**src/hdl/cordic_cfg.svh**
```systemverilog
`ifndef CORDIC_CFG_SVH
`define CORDIC_CFG_SVH

// pipeline depth in micro-rotations
`define CORDIC_STAGES 12

// fixed point formats, total width and fraction bits
`define ANGLE_IN_W    8
`define ANGLE_IN_FRAC 6
`define ANGLE_W       16
`define ANGLE_FRAC    12
`define VEC_W         16
`define VEC_FRAC      13
`define OUT_W         8
`define OUT_FRAC      6

// 0.60725 scaled by 2^13, start value of x
`define CORDIC_GAIN   4975

`define FIFO_DEPTH    16

`define AXIL_ADDR_W   4
`define AXIL_DATA_W   32

`define REG_ANGLE     4'h0
`define REG_RESULT    4'h4
`define REG_STATUS    4'h8

`define AXI_OKAY      2'b00
`define AXI_SLVERR    2'b10

`endif

```
**src/hdl/cordic_pkg.sv**
```systemverilog
`include "cordic_cfg.svh"

package cordic_pkg;

    typedef logic signed [`ANGLE_IN_W-1:0] angle_in_t;
    typedef logic signed [`ANGLE_W-1:0]    angle_t;
    typedef logic signed [`VEC_W-1:0]      vec_t;
    typedef logic signed [`OUT_W-1:0]      trig_t;

    // state carried from one rotation stage to the next
    typedef struct packed {
        logic   valid;
        logic   neg;
        vec_t   x;
        vec_t   y;
        angle_t z;
    } rot_state_t;

    typedef struct packed {
        trig_t sine;
        trig_t cosine;
    } trig_pair_t;

    // master side of the AXI4-Lite port
    typedef struct packed {
        logic                     awvalid;
        logic [`AXIL_ADDR_W-1:0]  awaddr;
        logic                     wvalid;
        logic [`AXIL_DATA_W-1:0]  wdata;
        logic [`AXIL_DATA_W/8-1:0] wstrb;
        logic                     bready;
        logic                     arvalid;
        logic [`AXIL_ADDR_W-1:0]  araddr;
        logic                     rready;
    } axil_req_t;

    // slave side of the AXI4-Lite port
    typedef struct packed {
        logic                    awready;
        logic                    wready;
        logic                    bvalid;
        logic [1:0]              bresp;
        logic                    arready;
        logic                    rvalid;
        logic [`AXIL_DATA_W-1:0] rdata;
        logic [1:0]              rresp;
    } axil_rsp_t;

    typedef enum logic {
        RD_IDLE,
        RD_RESP
    } rd_state_t;

    // atan(2^-idx) with 12 fraction bits
    function automatic angle_t atan_lut(input int unsigned idx);
        case (idx)
            0:       return angle_t'(3217);
            1:       return angle_t'(1899);
            2:       return angle_t'(1003);
            3:       return angle_t'(509);
            4:       return angle_t'(256);
            5:       return angle_t'(128);
            6:       return angle_t'(64);
            7:       return angle_t'(32);
            8:       return angle_t'(16);
            9:       return angle_t'(8);
            10:      return angle_t'(4);
            11:      return angle_t'(2);
            default: return '0;
        endcase
    endfunction

endpackage

```
**src/hdl/cordic_pipeline.sv**
```systemverilog
`timescale 1ns/1ps

`include "cordic_cfg.svh"

module cordic_pipeline
    import cordic_pkg::*;
(
    input  logic       clk,
    input  logic       rst_n,
    input  logic       start,
    input  angle_in_t  angle,
    output logic       done,
    output trig_pair_t result
);

    // input angle to residual format
    localparam int ALIGN    = `ANGLE_FRAC - `ANGLE_IN_FRAC;
    // vector format down to output format
    localparam int RND_SH   = `VEC_FRAC - `OUT_FRAC;
    localparam vec_t RND_HALF = vec_t'(1 << (RND_SH - 1));

    rot_state_t chain [`CORDIC_STAGES+1];

    angle_t angle_ext;
    angle_t angle_mag;
    vec_t   x_rnd;
    vec_t   y_rnd;
    trig_t  sin_mag;

    assign angle_ext = angle_t'(angle);
    assign angle_mag = angle_ext[`ANGLE_W-1] ? -angle_ext : angle_ext;

    // fold stage, rotate the magnitude and remember the sign
    always_ff @(posedge clk) begin
        chain[0].neg <= angle[`ANGLE_IN_W-1];
        chain[0].x   <= vec_t'(`CORDIC_GAIN);
        chain[0].y   <= '0;
        chain[0].z   <= angle_mag <<< ALIGN;

        if (!rst_n) begin
            chain[0].valid <= 1'b0;
        end else begin
            chain[0].valid <= start;
        end
    end

    for (genvar i = 0; i < `CORDIC_STAGES; i++) begin : g_stage
        cordic_stage #(
            .STAGE(i)
        ) stage_i (
            .clk      (clk),
            .rst_n    (rst_n),
            .stage_in (chain[i]),
            .stage_out(chain[i+1])
        );
    end

    // round half up, then drop the extra fraction bits
    assign x_rnd   = chain[`CORDIC_STAGES].x + RND_HALF;
    assign y_rnd   = chain[`CORDIC_STAGES].y + RND_HALF;
    assign sin_mag = trig_t'(y_rnd >>> RND_SH);

    // cosine is even, only sine takes the sign back
    always_ff @(posedge clk) begin
        result.cosine <= trig_t'(x_rnd >>> RND_SH);
        result.sine   <= chain[`CORDIC_STAGES].neg ? -sin_mag : sin_mag;

        if (!rst_n) begin
            done <= 1'b0;
        end else begin
            done <= chain[`CORDIC_STAGES].valid;
        end
    end

endmodule

```
**src/hdl/cordic_regs.sv**
```systemverilog
`timescale 1ns/1ps

`include "cordic_cfg.svh"

module cordic_regs
    import cordic_pkg::*;
(
    input  logic                            clk,
    input  logic                            rst_n,
    input  axil_req_t                       axil_in,
    output axil_rsp_t                       axil_out,
    output logic                            start,
    output angle_in_t                       angle,
    input  trig_pair_t                      fifo_head,
    input  logic [$clog2(`FIFO_DEPTH):0]    fifo_level,
    output logic                            pop
);

    localparam int LVL_W = $clog2(`FIFO_DEPTH) + 1;

    logic [LVL_W-1:0]        credits;
    logic [LVL_W-1:0]        in_flight;
    logic                    wr_is_angle;
    logic                    credit_free;
    logic                    wr_accept;
    logic                    rd_accept;
    logic                    bvalid_q;
    logic [1:0]              bresp_q;
    logic                    arready_q;
    logic [`AXIL_DATA_W-1:0] rdata_q;
    logic [1:0]              rresp_q;
    logic [`AXIL_DATA_W-1:0] rd_word;
    logic [1:0]              rd_resp;
    rd_state_t               rd_state;
    rd_state_t               rd_next;

    // address and data are taken together
    assign wr_is_angle = axil_in.awaddr == `REG_ANGLE;
    assign credit_free = credits < LVL_W'(`FIFO_DEPTH);
    assign wr_accept   = axil_in.awvalid && axil_in.wvalid &&
                         (!bvalid_q || axil_in.bready) &&
                         (!wr_is_angle || credit_free);

    // launch goes straight into the fold stage
    assign start = wr_accept && wr_is_angle && axil_in.wstrb[0];
    assign angle = angle_in_t'(axil_in.wdata[`ANGLE_IN_W-1:0]);

    // one credit per result either in flight or queued
    always_ff @(posedge clk) begin
        if (!rst_n) begin
            credits <= '0;
        end else begin
            case ({start, pop})
                2'b10:   credits <= credits + 1'b1;
                2'b01:   credits <= credits - 1'b1;
                default: credits <= credits;
            endcase
        end
    end

    assign in_flight = credits - fifo_level;

    always_ff @(posedge clk) begin
        if (!rst_n) begin
            bvalid_q <= 1'b0;
        end else if (wr_accept) begin
            bvalid_q <= 1'b1;
        end else if (axil_in.bready) begin
            bvalid_q <= 1'b0;
        end
        if (wr_accept) begin
            bresp_q <= wr_is_angle ? `AXI_OKAY : `AXI_SLVERR;
        end
    end

    // read side
    assign rd_accept = axil_in.arvalid && arready_q;
    assign pop       = rd_accept && (axil_in.araddr == `REG_RESULT) && (fifo_level != '0);

    always_comb begin
        rd_word = '0;
        rd_resp = `AXI_OKAY;
        case (axil_in.araddr)
            `REG_RESULT: begin
                if (fifo_level != '0) begin
                    rd_word[7:0]                = fifo_head.sine;
                    rd_word[15:8]               = fifo_head.cosine;
                    rd_word[`AXIL_DATA_W-1]     = 1'b1;
                end
            end
            `REG_STATUS: begin
                rd_word[LVL_W-1:0] = fifo_level;
                rd_word[8 +: LVL_W] = in_flight;
            end
            default: rd_resp = `AXI_SLVERR;
        endcase
    end

    always_comb begin
        rd_next = rd_state;
        case (rd_state)
            RD_IDLE: if (rd_accept) rd_next = RD_RESP;
            RD_RESP: if (axil_in.rready) rd_next = RD_IDLE;
            default: rd_next = RD_IDLE;
        endcase
    end

    always_ff @(posedge clk) begin
        if (!rst_n) begin
            rd_state  <= RD_IDLE;
            arready_q <= 1'b0;
        end else begin
            rd_state  <= rd_next;
            arready_q <= rd_next == RD_IDLE;
        end
        if (rd_accept) begin
            rdata_q <= rd_word;
            rresp_q <= rd_resp;
        end
    end

    always_comb begin
        axil_out.awready = wr_accept;
        axil_out.wready  = wr_accept;
        axil_out.bvalid  = bvalid_q;
        axil_out.bresp   = bresp_q;
        axil_out.arready = arready_q;
        axil_out.rvalid  = rd_state == RD_RESP;
        axil_out.rdata   = rdata_q;
        axil_out.rresp   = rresp_q;
    end

endmodule

```
**src/hdl/cordic_stage.sv**
```systemverilog
`timescale 1ns/1ps

module cordic_stage
    import cordic_pkg::*;
#(
    parameter int STAGE = 0
) (
    input  logic       clk,
    input  logic       rst_n,
    input  rot_state_t stage_in,
    output rot_state_t stage_out
);

    localparam angle_t ATAN = atan_lut(STAGE);

    vec_t   x_in;
    vec_t   y_in;
    vec_t   x_sh;
    vec_t   y_sh;
    logic   rot_pos;

    // local signed copies so the shifts stay arithmetic
    assign x_in    = stage_in.x;
    assign y_in    = stage_in.y;
    assign x_sh    = x_in >>> STAGE;
    assign y_sh    = y_in >>> STAGE;
    assign rot_pos = ~stage_in.z[$bits(angle_t)-1];

    always_ff @(posedge clk) begin
        // residual angle still positive, rotate counter-clockwise
        if (rot_pos) begin
            stage_out.x <= x_in - y_sh;
            stage_out.y <= y_in + x_sh;
            stage_out.z <= stage_in.z - ATAN;
        end else begin
            stage_out.x <= x_in + y_sh;
            stage_out.y <= y_in - x_sh;
            stage_out.z <= stage_in.z + ATAN;
        end
        stage_out.neg <= stage_in.neg;

        if (!rst_n) begin
            stage_out.valid <= 1'b0;
        end else begin
            stage_out.valid <= stage_in.valid;
        end
    end

endmodule

```
**src/hdl/cordic_top.sv**
```systemverilog
`timescale 1ns/1ps

`include "cordic_cfg.svh"

module cordic_top
    import cordic_pkg::*;
(
    input  logic      clk,
    input  logic      rst_n,
    input  axil_req_t axil_in,
    output axil_rsp_t axil_out
);

    logic                          start;
    angle_in_t                     angle;
    logic                          done;
    trig_pair_t                    result;
    trig_pair_t                    fifo_head;
    logic [$clog2(`FIFO_DEPTH):0]  fifo_level;
    logic                          pop;

    // host interface and credit keeping
    cordic_regs regs_i (
        .clk       (clk),
        .rst_n     (rst_n),
        .axil_in   (axil_in),
        .axil_out  (axil_out),
        .start     (start),
        .angle     (angle),
        .fifo_head (fifo_head),
        .fifo_level(fifo_level),
        .pop       (pop)
    );

    cordic_pipeline pipeline_i (
        .clk   (clk),
        .rst_n (rst_n),
        .start (start),
        .angle (angle),
        .done  (done),
        .result(result)
    );

    // push side never stalls, credits keep it from overflowing
    result_fifo #(
        .DEPTH(`FIFO_DEPTH)
    ) fifo_i (
        .clk      (clk),
        .rst_n    (rst_n),
        .push     (done),
        .push_data(result),
        .pop      (pop),
        .head     (fifo_head),
        .level    (fifo_level)
    );

endmodule

```
**src/hdl/result_fifo.sv**
```systemverilog
`timescale 1ns/1ps

module result_fifo
    import cordic_pkg::*;
#(
    parameter int DEPTH = 16
) (
    input  logic                   clk,
    input  logic                   rst_n,
    input  logic                   push,
    input  trig_pair_t             push_data,
    input  logic                   pop,
    output trig_pair_t             head,
    output logic [$clog2(DEPTH):0] level
);

    localparam int PTR_W = $clog2(DEPTH);

    trig_pair_t mem [DEPTH];

    logic [PTR_W-1:0] wr_ptr;
    logic [PTR_W-1:0] rd_ptr;
    logic [PTR_W:0]   count;
    logic             do_pop;

    // popping an empty fifo is ignored
    assign do_pop = pop && (count != '0);

    always_ff @(posedge clk) begin
        if (push) begin
            mem[wr_ptr] <= push_data;
        end
    end

    always_ff @(posedge clk) begin
        if (!rst_n) begin
            wr_ptr <= '0;
            rd_ptr <= '0;
            count  <= '0;
        end else begin
            if (push) begin
                wr_ptr <= wr_ptr + 1'b1;
            end
            if (do_pop) begin
                rd_ptr <= rd_ptr + 1'b1;
            end
            case ({push, do_pop})
                2'b10:   count <= count + 1'b1;
                2'b01:   count <= count - 1'b1;
                default: count <= count;
            endcase
        end
    end

    // head is valid only while level is non-zero
    assign head  = mem[rd_ptr];
    assign level = count;

endmodule

```
**config.mk**
```make
export PLATFORM = sky130hd
export DESIGN_NAME = cordic_top
export DESIGN_NICKNAME = d
export VERILOG_FILES = /design/src/hdl/cordic_pkg.sv /design/src/hdl/cordic_pipeline.sv /design/src/hdl/cordic_regs.sv /design/src/hdl/cordic_stage.sv /design/src/hdl/cordic_top.sv /design/src/hdl/result_fifo.sv
export VERILOG_INCLUDE_DIRS = /design/src /design/src/hdl
export SDC_FILE = /design/constraint.sdc
export NUM_CORES = 2
export LEC_CHECK = 0
export ABC_AREA = 1
export BUFFER_PORTS_ARGS = -buffer_cell sky130_fd_sc_hd__buf_2
export CAP_MARGIN = 20
export CORE_ASPECT_RATIO = 1.5
export CORE_MARGIN = 4
export CORE_UTILIZATION = 55
export DETAILED_ROUTE_END_ITERATION = 12
export GPL_ROUTABILITY_DRIVEN = 0
export PLACE_DENSITY_LB_ADDON = 0.25
export SYNTH_ARGS = -nofsm -noshare
export SYNTH_HDL_FRONTEND = slang
export SYNTH_HIERARCHICAL = 1
export SYNTH_SLANG_ARGS = --single-unit
export TNS_END_PERCENT = 50
```
**constraint.sdc**
```tcl
create_clock -name clk -period 2.7 [get_ports clk]
set_input_delay 0.405 -clock clk [delete_from_list [all_inputs] [get_ports clk]]
set_output_delay 0.405 -clock clk [all_outputs]
set_load 0.05 [all_outputs]
```
==> impl_metrics.tcl <==
set metrics [dict create \
    run_status "finished, final reports clean" \
    final_layout_size_suffix_gt1_share_pct 7.86 \
    h_tree_level_count 3 \
    dpl-instance-area_um2 62800 \
    setup_viol 0 \
    post-route-worst-setup-slack_ns 0.0559 \
    initial_utilization_pct 55.5 \
    antenna_violations_before_repair 1 \
    chipWidth_um 278 \
    criticalPathCategory "register to register" \
    timing.slew.headroom_pct 43.3 \
    areaGrowthSynthToFinish_pct 9.45 \
    whs_ns 0.0752 \
    io_pins 92 \
    post-route-cell-area_um2 66000 \
    pre_cts_ws_ns 0.136 \
    globalRouteOverflowTotal 0 \
    longest_clk_path_bufs 3 \
    row_count 148 \
    grt_setup_unrepaired "true" \
    skew_ns 0.0327 \
    cts_tree "built" \
    drtAntennaViolNets 0 \
    worstHoldPathType "input pin to register" \
    critical_path.endpoint_type "register" \
    cts.root.buffer_cell "sky130_fd_sc_hd__clkbuf_16" \
    timing.critical_path.cells "inv_1 > nand3_1 > or2_1 > ha_1 > nand2_1 > nand2_1 > ha_1 > nand2_1 > inv_1 > nand2_1 > nor3_1 > nand2_1 > nand3_1 > nand2_1" \
    die_h_um 414 \
    layout_worst_path_cycle_share_pct 97.9 \
    crit_path_start_kind "register" \
    global_route.usage.total_pct 24.9 \
    crit_slowest_cell "sky130_fd_sc_hd__ha_1" \
    post-dp-hpwl_mm 115 \
    fp.coreArea_um2 109000 \
    achievable-frequency_mhz 378 \
    maxCapViolations 0 \
    worst_setup_hold_path_clk_slew_ns 0.06 \
    max_slew.worst_pin.slew_ns 0.841 \
    floorplan.die_area_um2 115000 \
    hold_viol 0 \
    grt_pass1_vias 50700 \
    finish.net_count 9278 \
    gate_count_after_technology_mapping 8366 \
    maxSlewViolCount 0 \
    post_route_drc 0 \
    grt_first_pass_wirelength_mm 236 \
    routed-via-count 52400 \
    via_per_inst 5.19 \
    cts_inserted_buffers 87 \
    post_drt_wl_per_cell_um 14.5 \
    fin_util_pct 60.7 \
    synth.yosys.warnings 6 \
    worstPathArrival_ns 3.15 \
    largest_net_degree_at_the_start_of_global_routing 54 \
    post_synth_instance_area_um2 60300 \
    cp.required_ns 3.20 \
    first_pass_iters 8 \
    finalCriticalPeriod_ns 2.64 \
    clock_latency_ns 0.68 \
    drt_first_iter_violations 2806 \
    critPathMaxFanout 4 \
    max_stage_delay_ns 0.36 \
    drt_wl_total_mm 147 \
    syn-mean-instance-area_um2 7.21 \
    critical-path-top-cell-by-count "sky130_fd_sc_hd__nand2_1" \
    tritoncts_num_sinks 869 \
    port_buffers 47 \
]
per-stage QoR:
step	std cells	TNS, ns
3_3_place_gp	9924	0
4_1_cts	10100	0
2_1_floorplan	8487	0
6_report	10100	0
3_5_place_dp	9924	0
5_1_grt	10100	-0.0486
timing repair:
item,4_1_cts,5_1_grt
setup buffers,0,2
hold buffers,13,0
gates resized for setup,0,45
setup endpoints to repair,0,40
hold endpoints to repair,11,0
sequential cells by signal, summed over array words and instances (netlist names), 4 cells and up, named ones only:
signal / count
fifo_i/rd_ptr: 4
pipeline_i/g_stage.stage_i/stage_out: 540
regs_i/credits: 5
fifo_i/mem: 256
regs_i/rdata_q: 17
fifo_i/level: 5
pipeline_i/result: 16
pipeline_i/chain: 12
fifo_i/wr_ptr: 4
layout make-up:
| cell class | count | area [µm²] |
|---|---|---|
| clock buffer | 119 | 2470 |
| inverter | 1387 | 5220 |
| fill | 9674 | 42700 |
| sequential | 869 | 20200 |
| multi-input combinational | 6096 | 34700 |
| tap | 1425 | 1780 |
| clock inverter | 43 | 454 |
| antenna | 2 | 5.00 |
| timing repair buffer | 162 | 1210 |
worst max-delay path, delay by kind of cell, from the launching register on:
family        cells  cell delay, ns
simple gates     10            1.26
fa+ha+maj         2            0.64
flops             1            0.34
buf+inv           2            0.22
worst paths after layout:
kind | start | to | slack, ns | cells past startpoint
worst min register to register | pipeline_i/g_stage[4].stage_i/stage_out[48]$_DFF_P_ | pipeline_i/g_stage[5].stage_i/stage_out[48]$_DFF_P_ | 0.31 | 0
worst max-delay path | pipeline_i/g_stage[7].stage_i/stage_out[42]$_DFF_P_ | pipeline_i/g_stage[8].stage_i/stage_out[30]$_DFF_P_ | 0.06 | 14
worst min-delay path | axil_in[7] | pipeline_i/chain[649]$_SDFF_PN0_ | 0.08 | 5
worst max register to register | pipeline_i/g_stage[7].stage_i/stage_out[42]$_DFF_P_ | pipeline_i/g_stage[8].stage_i/stage_out[30]$_DFF_P_ | 0.06 | 14
per-layer routing:
layer  part of all wire, %  wire length (µm)  global-route usage, %  up-vias
met5                     0                 0                      0        -
met4                   6.6              9640                   15.7        0
met3                   3.2              4760                   2.38      500
met2                    55             80000                   50.4     1280
met1                    36             52300                   23.4    23700
li1                      -                 -                      -    26900
cell usage in the layout, fill, tap and decap left out, types with 23 or more instances in the layout:
master and instances:
sky130_fd_sc_hd__edfxtp_1 275, sky130_fd_sc_hd__buf_2 47, sky130_fd_sc_hd__nand3_1 579, sky130_fd_sc_hd__a31oi_1 27
sky130_fd_sc_hd__a21oi_1 447, sky130_fd_sc_hd__nand4_1 74, sky130_fd_sc_hd__o21ai_0 201, sky130_fd_sc_hd__dfxtp_1 590
sky130_fd_sc_hd__inv_2 64, sky130_fd_sc_hd__ha_1 578, sky130_fd_sc_hd__nand2_1 2477, sky130_fd_sc_hd__buf_4 96
sky130_fd_sc_hd__o21bai_1 34, sky130_fd_sc_hd__nor2_1 530, sky130_fd_sc_hd__nand3b_1 31, sky130_fd_sc_hd__conb_1 124
sky130_fd_sc_hd__nand2_2 109, sky130_fd_sc_hd__fa_1 37, sky130_fd_sc_hd__o211ai_1 65, sky130_fd_sc_hd__clkbuf_16 88
sky130_fd_sc_hd__nor3_2 23, sky130_fd_sc_hd__xor2_1 338, sky130_fd_sc_hd__nor3_1 59, sky130_fd_sc_hd__nor2_2 61
sky130_fd_sc_hd__xnor2_1 66, sky130_fd_sc_hd__inv_1 1316
Power is left out: the tool's default activity adds up to more than one toggle a clock period on the data nets, which glitch-free logic cannot reach.
